[config.mk]
export PLATFORM = sky130hd
export DESIGN_NAME = fetch_top
export DESIGN_NICKNAME = d
export VERILOG_FILES = /design/src/fetch_pkg.sv /design/src/hart_selector.sv /design/src/hart_pc_file.sv /design/src/fetch_hazard_ctrl.sv /design/src/fetch_stage.sv /design/src/fetch_top.sv
export SDC_FILE = /design/constraint.sdc
export NUM_CORES = 1
export LEC_CHECK = 0
export BUFFER_PORTS_ARGS = -buffer_cell sky130_fd_sc_hd__buf_2
export CAP_MARGIN = 20
export CORE_UTILIZATION = 55
export DETAILED_ROUTE_END_ITERATION = 10
export GPL_TIMING_DRIVEN = 0
export PLACE_DENSITY = 0.84
export SLEW_MARGIN = 20
export SYNTH_ARGS = -nofsm -noshare
export SYNTH_HDL_FRONTEND = slang
export SYNTH_HIERARCHICAL = 1
export SYNTH_SLANG_ARGS = --single-unit
export TNS_END_PERCENT = 20
[constraint.sdc]
create_clock -name CLK -period 10.2 [get_ports CLK]
set_clock_uncertainty 0.1 [all_clocks]
set_input_delay 2.04 -clock CLK [delete_from_list [all_inputs] [get_ports CLK]]
set_output_delay 2.04 -clock CLK [all_outputs]
set_load 0.01 [all_outputs]
[src/fetch_pkg.sv]
// ~~~~~~~~~~~~~~~~~~~~~~~~~~~~~~~~~~~~~~~~
// Fetch package: shared word, hart and
// fetch/execute entry types for the multi-hart fetch block
// ~~~~~~~~~~~~~~~~~~~~~~~~~~~~~~~~~~~~~~~~

package fetch_pkg;

    // Instruction or address word
    typedef logic [31:0] word_t;

    // Hart index, up to four harts
    typedef logic [1:0] hart_id_t;

    // Reset PC offset between neighbouring harts
    localparam word_t HART_PC_STRIDE = 32'h0000_1000;

    // Entry handed from fetch to execute
    typedef struct packed {
        word_t    instr;
        word_t    pc;
        word_t    pc4;
        // Faulting address, meaningful only with an exception flag
        word_t    badaddr;
        hart_id_t hart_id;
        // PC not word aligned
        logic     mal_insn;
        // Bus error on the instruction access
        logic     fault_insn;
    } fetch_entry_t;

    // Branch redirect strobe from execute
    typedef struct packed {
        logic     valid;
        hart_id_t hart_id;
        word_t    target;
    } redirect_t;

endpackage

[src/hart_selector.sv]
// ~~~~~~~~~~~~~~~~~~~~~~~~~~~~~~~~~~~~~~~~
// Hart selector: round-robin pointer over
// the enabled harts, advanced on each fetch
// ~~~~~~~~~~~~~~~~~~~~~~~~~~~~~~~~~~~~~~~~
`timescale 1ns/1ps

module hart_selector import fetch_pkg::*; #(
    parameter int NUM_HARTS = 3
) (
    input  logic                 CLK,
    input  logic                 nRST,
    input  logic [NUM_HARTS-1:0] hart_en,
    input  logic                 fetch_done,
    output hart_id_t             cur_hart
);

    hart_id_t next_hart;
    logic     cur_off;

    // Current hart has been masked off
    assign cur_off = !hart_en[cur_hart];

    // Closest enabled hart after the current one, wrapping around
    always_comb begin
        hart_id_t cand;
        next_hart = cur_hart;
        cand = cur_hart;
        // Walk from the farthest offset down so the nearest enabled hart wins
        for (int k = NUM_HARTS; k >= 1; k--) begin
            cand = hart_id_t'((int'(cur_hart) + k) % NUM_HARTS);
            if (hart_en[cand]) begin
                next_hart = cand;
            end
        end
    end

    always_ff @(posedge CLK, negedge nRST) begin
        if (!nRST) begin
            // A masked hart 0 is skipped on the first cycle out of reset
            cur_hart <= '0;
        end else if (fetch_done || cur_off) begin
            cur_hart <= next_hart;
        end
    end

    // Pointer never leaves the implemented harts
    a_hart_range: assert property (@(posedge CLK) disable iff (!nRST)
        int'(cur_hart) < NUM_HARTS)
        else $error("cur_hart %0d out of range", cur_hart);

endmodule

[src/hart_pc_file.sv]
// ~~~~~~~~~~~~~~~~~~~~~~~~~~~~~~~~~~~~~~~~
// Hart PC file: one program counter per hart,
// advanced on fetch and loaded on redirect
// ~~~~~~~~~~~~~~~~~~~~~~~~~~~~~~~~~~~~~~~~
`timescale 1ns/1ps

module hart_pc_file import fetch_pkg::*; #(
    parameter int    NUM_HARTS = 3,
    parameter word_t RESET_PC  = 32'h8000_0000
) (
    input  logic                  CLK,
    input  logic                  nRST,
    input  hart_id_t              cur_hart,
    input  logic                  fetch_done,
    input  word_t                 npc,
    input  redirect_t             redirect,
    output word_t [NUM_HARTS-1:0] pcs
);

    genvar h;

    generate
        for (h = 0; h < NUM_HARTS; h++) begin : g_pc
            logic redir_hit;
            logic adv_hit;

            // Redirect aimed at this hart
            assign redir_hit = redirect.valid && (redirect.hart_id == hart_id_t'(h));
            // This hart's instruction was captured this cycle
            assign adv_hit = fetch_done && (cur_hart == hart_id_t'(h));

            always_ff @(posedge CLK, negedge nRST) begin
                if (!nRST) begin
                    // Each hart starts one stride above the previous one
                    pcs[h] <= RESET_PC + word_t'(h) * HART_PC_STRIDE;
                end else if (redir_hit) begin
                    // Redirect wins over the sequential update
                    pcs[h] <= redirect.target;
                end else if (adv_hit) begin
                    pcs[h] <= npc;
                end
            end
        end
    endgenerate

endmodule

[src/fetch_hazard_ctrl.sv]
// ~~~~~~~~~~~~~~~~~~~~~~~~~~~~~~~~~~~~~~~~
// Fetch hazard control: stall, flush and fetch
// enable from back-pressure and redirects
// ~~~~~~~~~~~~~~~~~~~~~~~~~~~~~~~~~~~~~~~~
`timescale 1ns/1ps

module fetch_hazard_ctrl import fetch_pkg::*; (
    input  logic      CLK,
    input  logic      nRST,
    input  logic      ex_valid,
    input  logic      ex_ready,
    input  redirect_t redirect,
    input  hart_id_t  cur_hart,
    input  hart_id_t  held_hart,
    input  logic      i_mem_busy,
    input  logic      fetch_done,
    output logic      stall,
    output logic      flush_fetch,
    output logic      flush_out,
    output logic      iren
);

    logic hit_cur;
    // Flushed fetch still waiting on the bus
    logic discard_q;

    // Output register full and execute not taking it
    assign stall = ex_valid && !ex_ready;

    // Redirect lands on the hart currently being fetched
    assign hit_cur = redirect.valid && (redirect.hart_id == cur_hart);

    // Drop the in-flight fetch now, or its late response later
    assign flush_fetch = hit_cur || discard_q;

    // Held entry belongs to the redirected hart
    assign flush_out = redirect.valid && ex_valid && (redirect.hart_id == held_hart);

    // New fetches only out of reset and while the output register can take a result
    assign iren = nRST && !stall;

    always_ff @(posedge CLK, negedge nRST) begin
        if (!nRST) begin
            discard_q <= 1'b0;
        end else begin
            // Held until the bus finally answers the dropped access
            discard_q <= flush_fetch && i_mem_busy;
        end
    end

    // A fetch dropped while busy never lands in the output register
    a_no_capture_after_flush: assert property (@(posedge CLK) disable iff (!nRST)
        hit_cur && i_mem_busy |=> !fetch_done)
        else $error("dropped fetch captured after redirect");

endmodule

[src/fetch_stage.sv]
// ~~~~~~~~~~~~~~~~~~~~~~~~~~~~~~~~~~~~~~~~
// Fetch stage: instruction bus access, exception
// detection and the fetch/execute register
// ~~~~~~~~~~~~~~~~~~~~~~~~~~~~~~~~~~~~~~~~
`timescale 1ns/1ps

module fetch_stage import fetch_pkg::*; #(
    parameter int NUM_HARTS         = 3,
    parameter bit BUS_LITTLE_ENDIAN = 1'b1
) (
    input  logic                  CLK,
    input  logic                  nRST,
    input  hart_id_t              cur_hart,
    input  word_t [NUM_HARTS-1:0] pcs,
    input  logic                  stall,
    input  logic                  flush_fetch,
    input  logic                  flush_out,
    input  logic                  iren,
    input  word_t                 imem_rdata,
    input  logic                  imem_busy,
    input  logic                  imem_error,
    input  logic                  ex_ready,
    output word_t                 imem_addr,
    output logic                  imem_ren,
    output word_t                 npc,
    output logic                  fetch_done,
    output logic                  i_mem_busy,
    output hart_id_t              held_hart,
    output fetch_entry_t          ex_entry,
    output logic                  ex_valid
);

    word_t        pc_cur;
    word_t        instr_sw;
    // Address and hart of a request already on the bus
    word_t        req_addr;
    hart_id_t     req_hart;
    logic         req_pend;
    hart_id_t     entry_hart;
    logic         mal_pc;
    logic         fault;
    logic         bus_done;
    logic         stale;
    logic         drop;
    logic         take;
    fetch_entry_t entry_d;

    assign pc_cur = pcs[cur_hart];

    // Bus address and hart stay frozen while a request is outstanding
    assign imem_addr  = req_pend ? req_addr : pc_cur;
    assign entry_hart = req_pend ? req_hart : cur_hart;

    // Misaligned PC never goes out on the bus
    assign mal_pc   = !req_pend && (pc_cur[1:0] != 2'b00);
    assign imem_ren = req_pend || (iren && !mal_pc);

    assign i_mem_busy = imem_ren && imem_busy;
    assign bus_done   = imem_ren && !imem_busy;
    assign fault      = bus_done && imem_error;

    // Selector moved off the requesting hart, so the answer is useless
    assign stale = (entry_hart != cur_hart);
    assign drop  = flush_fetch || stale;

    // Capture on a finished access or a misaligned PC, never while full
    assign take       = !stall && !drop && (bus_done || (iren && mal_pc));
    assign fetch_done = take;

    // Sequential next PC, redirects are applied in the PC file
    assign npc = imem_addr + 32'd4;

    // Bus delivers byte 0 in the low lane when little endian
    assign instr_sw = BUS_LITTLE_ENDIAN ?
        {imem_rdata[7:0], imem_rdata[15:8], imem_rdata[23:16], imem_rdata[31:24]} :
        imem_rdata;

    always_comb begin
        // Exceptions squash the instruction to zero
        entry_d.instr      = (mal_pc || fault) ? '0 : instr_sw;
        entry_d.pc         = imem_addr;
        entry_d.pc4        = imem_addr + 32'd4;
        entry_d.badaddr    = imem_addr;
        entry_d.hart_id    = entry_hart;
        entry_d.mal_insn   = mal_pc;
        entry_d.fault_insn = fault;
    end

    always_ff @(posedge CLK, negedge nRST) begin
        if (!nRST) begin
            req_pend <= 1'b0;
            ex_valid <= 1'b0;
        end else begin
            // Keep asking while busy, or repeat a finished access blocked by a stall
            req_pend <= imem_ren && (imem_busy || (stall && !drop));
            if (take) begin
                ex_valid <= 1'b1;
            end else if (flush_out || ex_ready) begin
                ex_valid <= 1'b0;
            end
        end
    end

    always_ff @(posedge CLK) begin
        req_addr <= imem_addr;
        req_hart <= entry_hart;
        if (take) begin
            ex_entry <= entry_d;
        end
    end

    assign held_hart = ex_entry.hart_id;

    // Held entry does not move until execute takes it or it is flushed
    a_entry_stable: assert property (@(posedge CLK) disable iff (!nRST)
        ex_valid && !ex_ready && !flush_out |=> ex_valid && $stable(ex_entry))
        else $error("ex_entry changed while held");

    // Bus request and address hold until busy drops
    a_bus_hold: assert property (@(posedge CLK) disable iff (!nRST)
        imem_ren && imem_busy |=> imem_ren && $stable(imem_addr))
        else $error("bus request dropped while busy");

endmodule

[src/fetch_top.sv]
// ~~~~~~~~~~~~~~~~~~~~~~~~~~~~~~~~~~~~~~~~
// Fetch top: multi-hart RV32I fetch block
// ~~~~~~~~~~~~~~~~~~~~~~~~~~~~~~~~~~~~~~~~
`timescale 1ns/1ps

module fetch_top import fetch_pkg::*; #(
    parameter int    NUM_HARTS         = 3,
    parameter word_t RESET_PC          = 32'h8000_0000,
    parameter bit    BUS_LITTLE_ENDIAN = 1'b1
) (
    input  logic                 CLK,
    input  logic                 nRST,
    input  logic [NUM_HARTS-1:0] hart_en,
    input  redirect_t            redirect,
    output fetch_entry_t         ex_entry,
    output logic                 ex_valid,
    input  logic                 ex_ready,
    output word_t                imem_addr,
    output logic                 imem_ren,
    input  word_t                imem_rdata,
    input  logic                 imem_busy,
    input  logic                 imem_error
);

    hart_id_t              cur_hart;
    hart_id_t              held_hart;
    word_t [NUM_HARTS-1:0] pcs;
    word_t                 npc;
    logic                  fetch_done;
    logic                  i_mem_busy;
    logic                  stall;
    logic                  flush_fetch;
    logic                  flush_out;
    logic                  iren;

    hart_selector #(.NUM_HARTS(NUM_HARTS)) u_hart_selector (
        .CLK        (CLK),
        .nRST       (nRST),
        .hart_en    (hart_en),
        .fetch_done (fetch_done),
        .cur_hart   (cur_hart)
    );

    hart_pc_file #(.NUM_HARTS(NUM_HARTS), .RESET_PC(RESET_PC)) u_hart_pc_file (
        .CLK        (CLK),
        .nRST       (nRST),
        .cur_hart   (cur_hart),
        .fetch_done (fetch_done),
        .npc        (npc),
        .redirect   (redirect),
        .pcs        (pcs)
    );

    fetch_hazard_ctrl u_fetch_hazard_ctrl (
        .CLK         (CLK),
        .nRST        (nRST),
        .ex_valid    (ex_valid),
        .ex_ready    (ex_ready),
        .redirect    (redirect),
        .cur_hart    (cur_hart),
        .held_hart   (held_hart),
        .i_mem_busy  (i_mem_busy),
        .fetch_done  (fetch_done),
        .stall       (stall),
        .flush_fetch (flush_fetch),
        .flush_out   (flush_out),
        .iren        (iren)
    );

    fetch_stage #(
        .NUM_HARTS         (NUM_HARTS),
        .BUS_LITTLE_ENDIAN (BUS_LITTLE_ENDIAN)
    ) u_fetch_stage (
        .CLK         (CLK),
        .nRST        (nRST),
        .cur_hart    (cur_hart),
        .pcs         (pcs),
        .stall       (stall),
        .flush_fetch (flush_fetch),
        .flush_out   (flush_out),
        .iren        (iren),
        .imem_rdata  (imem_rdata),
        .imem_busy   (imem_busy),
        .imem_error  (imem_error),
        .ex_ready    (ex_ready),
        .imem_addr   (imem_addr),
        .imem_ren    (imem_ren),
        .npc         (npc),
        .fetch_done  (fetch_done),
        .i_mem_busy  (i_mem_busy),
        .held_hart   (held_hart),
        .ex_entry    (ex_entry),
        .ex_valid    (ex_valid)
    );

endmodule

==> results by group <==
Status
  – Outcome: complete, no violations

Final layout
  – Area occupied by multi-input gates: approximately 4100 um^2
  – Final net count: around 1500
  – Fillers: 1485
  – Register area: a little over 6000 um^2
  – Fin cells: 1691
  – Most frequent cells in the layout: 269 x buf_2, 215 x nand2_1, 115 x nor2_1
  – Layout cells sized above 1: 33.40%
  – Commonest non-fill, non-tap cell in the layout: buf_2
  – Layout area overhead: 20.77%

Clocking
  – Clk slew on worst S/H paths: about 60 ps
  – Post_cts resized: 0
  – Cts bufs inserted: 24
  – Clock Latency Late Sink: 520 ps
  – H-tree levels: 1
  – Clock Root Buffer: clkbuf_16
  – Clock Sinks: 233
  – Clock tree buffer depth: 3
  – Hold-fix buffers, CTS: 0
  – Postcts setup bufs: 0
  – TritonCTS clock tree: done

Critical path
  – CP max FO: 10
  – CP max stage cell: buf_1
  – Worst setup SP type: flip-flop
  – CP peak stage delay: just over 600 ps
  – Worst EP required: roughly 8100 ps
  – Family with the most delay on the worst path: buffers and inverters
  – Buf+Inv Stages, Crit Path: 7
  – Crit-path cells: buf_4 > buf_2 > buf_4 > buf_2 > buf_1 > a21boi_0 > buf_4 > buf_2
  – R2R depth: 14
  – Crit path kind: reg -> out
  – Crit path depth: 8
  – Critical Path End Type: primary output
  – Worst EP arrival: between 3000 and 4000 ps

Die
  – Die area: 21530 um^2
  – Core Box Area: roughly 20000 um^2
  – Initial Util: 56.56%
  – Num rows: 52
  – Die extent in y: about 150 um
  – Die X: about 150 um
  – I/O pin count: 241

GRT
  – First-pass GRT wire length: between 50 and 60 mm
  – GR Util All Layers: a little under a third
  – GRT overflow: 0
  – Pin count of the biggest net entering global routing: 57
  – Vias in the first global route: between 9000 and 10000
  – Antenna violations before repair: 6

Placement
  – Post-DP HPWL: roughly 24 mm
  – Input/output buffers: 240
  – DP Cell Count: roughly 1600
  – GPL Wtd Cong: a little over 0.9

Logic synthesis
  – Async set-or-reset flop fraction in the synthesized netlist: 43.35%
  – Distinct cells, synth: 74
  – Synthesized cell area: 11520 um^2
  – EDFF count, synth: between 90 and 100
  – Syn Area/Cell: 10.28 um^2
  – Post-synthesis register bit count: about 230
  – Top_reg_cell synth: edfxtp_1
  – Synthesized net count: between 1000 and 1500
  – Post-synthesis sequential area ratio: between 50% and 60%
  – Cells after Synth: 1121
  – Synthesis warning total: 6

Timing
  – Fin. max-slew vios: 0
  – Final count of negative-setup-slack endpoints: 0
  – Slew headroom: between 30% and 40%
  – Min Tclk post-route: about 5900 ps
  – Fmax: roughly 170 MHz
  – Tightest Pin Transition: between 900 and 1000 ps
  – Final Hold Violating Endpoints: 0
  – Final hold slack: 393.6 ps
  – Final worst-path cycle share: between 50 and 60%
  – RSZ-0062 raised after global routing: false

Drt
  – First-pass iteration count of the detailed router: 6
  – Total number of vias: around 9900
  – Number of DRC markers in iteration 0: ~1300
  – Via density: between 5 and 6
  – Final ANT Viol Nets: 0
  – DRC viols: 0
  – Routed len/inst: 20.01 um
  – Final wirelength: approximately 34 mm

Hold path
  – Hold depth: 2
  – Hold WC Path Type: reg -> reg

Power
  – Leakage: about 0.0062 uW
  – Pwr/cell area: 423.9 nW/um^2
  – Peak VDD IR: between 0.0002 and 0.0003 V

Run
  – Max cap viols: 0
-- worst reg2reg max path, stage by stage, from the launching register on --
cell and delay (ps):
dfrtp_1 460, buf_4 230, buf_2 250, buf_4 260, buf_2 250, buf_1 390, a21boi_0 650, ha_1 350
o2111ai_1 260, nor3_1 800, and4b_1 350, xor2_1 250, buf_4 180, nand2_1 50, a31oi_1 200
-- per-layer routing --
layer  vias up  GRT usage (%)  wire length, um
li1       4361              -                -
met1      4541          39.41            12360
met2       816          48.72            15580
met3       166          6.646             3998
met4         2          18.80             1884
met5         -              0               13
-- synthesized netlist by cell type (all sizes together) (10+ instances only) --
cell type / number / share of area [%]
nand3: 12 / 0.52
and2: 35 / 1.9
a31oi: 98 / 5.4
clkbuf: 10 / 0.34
dfrtp: 96 / 21
buf: 157 / 9.8
nand2: 216 / 7.1
a221o: 11 / 0.97
xnor2: 26 / 2.0
edfxtp: 98 / 26
nor2: 115 / 3.7
mux2i: 19 / 1.7
o21ai: 10 / 0.43
mux2: 25 / 2.4
nand2b: 11 / 0.62
dfxtp: 34 / 5.9
inv: 22 / 0.72
a21oi: 15 / 0.72
-- final cells by class --
cell class	instances	area share [%]
Buffer	167	8.428
Sequential cell	233	44.26
Inverter	23	0.6206
Antenna cell	5	0.08994
Tap cell	270	2.429
Multi-Input combinational cell	698	29.58
Clock inverter	10	0.3778
Clock buffer	34	4.659
Timing Repair Buffer	251	9.552
-- sequential cells by signal (all words and copies together), names as in the netlist --
signal                         cells
u_fetch_stage/req_pend             1
u_fetch_stage/req_hart             2
u_fetch_stage/held_hart            2
u_fetch_hazard_ctrl/discard_q      1
u_fetch_stage/req_addr            32
u_hart_pc_file/pcs                96
u_fetch_stage/ex_valid             1
u_fetch_stage/ex_entry            96
u_hart_selector/cur_hart           2
-- final timing paths --
kind                                     endpoint                    from  slack (ps)
setup / recovery                     imem_addr[4]  u_fetch_stage/req_pend        4340
max in group asynchronous  u_hart_pc_file/pcs[31]                    nRST        7920
hold / removal             u_hart_pc_file/pcs[95]  u_hart_pc_file/pcs[95]         390
setup reg to reg           u_hart_pc_file/pcs[28]  u_fetch_stage/req_pend        5080
min in group asynchronous  u_hart_pc_file/pcs[61]                    nRST        1400
hold reg to reg            u_hart_pc_file/pcs[95]  u_hart_pc_file/pcs[95]         390
-- where the power goes --
group	total (uW)	internal [uW]	switching [uW]
Combinational	3230	1410	1820
Sequential	1870	1640	231
Clock	790	441	348
-- kinds of logic (layout without fill, tap and decap cells) --
kind of cell | after synthesis | count (layout) | share of synthesized area (%)
AND/OR/NAND/NOR | 438 | 438 | 17.34
flip-flops | 233 | 233 | 53.45
buffers and inverters | 190 | 485 | 10.93
AO/OA/AOI/OAI | 178 | 178 | 11.17
multiplexers | 44 | 44 | 4.095
XOR/XNOR | 34 | 34 | 2.585
adder cells (fa/ha/maj) | 4 | 4 | 0.4345
other | 0 | 5 | 0
-- per-stage QoR --
| stage | setup WS [ps] | instance area, um^2 | utilization, % | power [uW] | setup TNS, ps |
|---|---|---|---|---|---|
| floorplan | 2951 | 11530 | - | 3995 | 0 |
| detailed placement | 4419 | 13200 | 64.81 | 5035 | 0 |
| CTS | 4417 | 13900 | 68.25 | 5852 | 0 |
| global route | 4248 | 13910 | 68.31 | 6204 | 0 |
| global placement | -984.2 | 13070 | 64.18 | 4923 | -78940 |
| finish | 4341 | 13910 | 68.31 | 5897 | 0 |
Note: power is estimated with default switching activity, not from simulation.
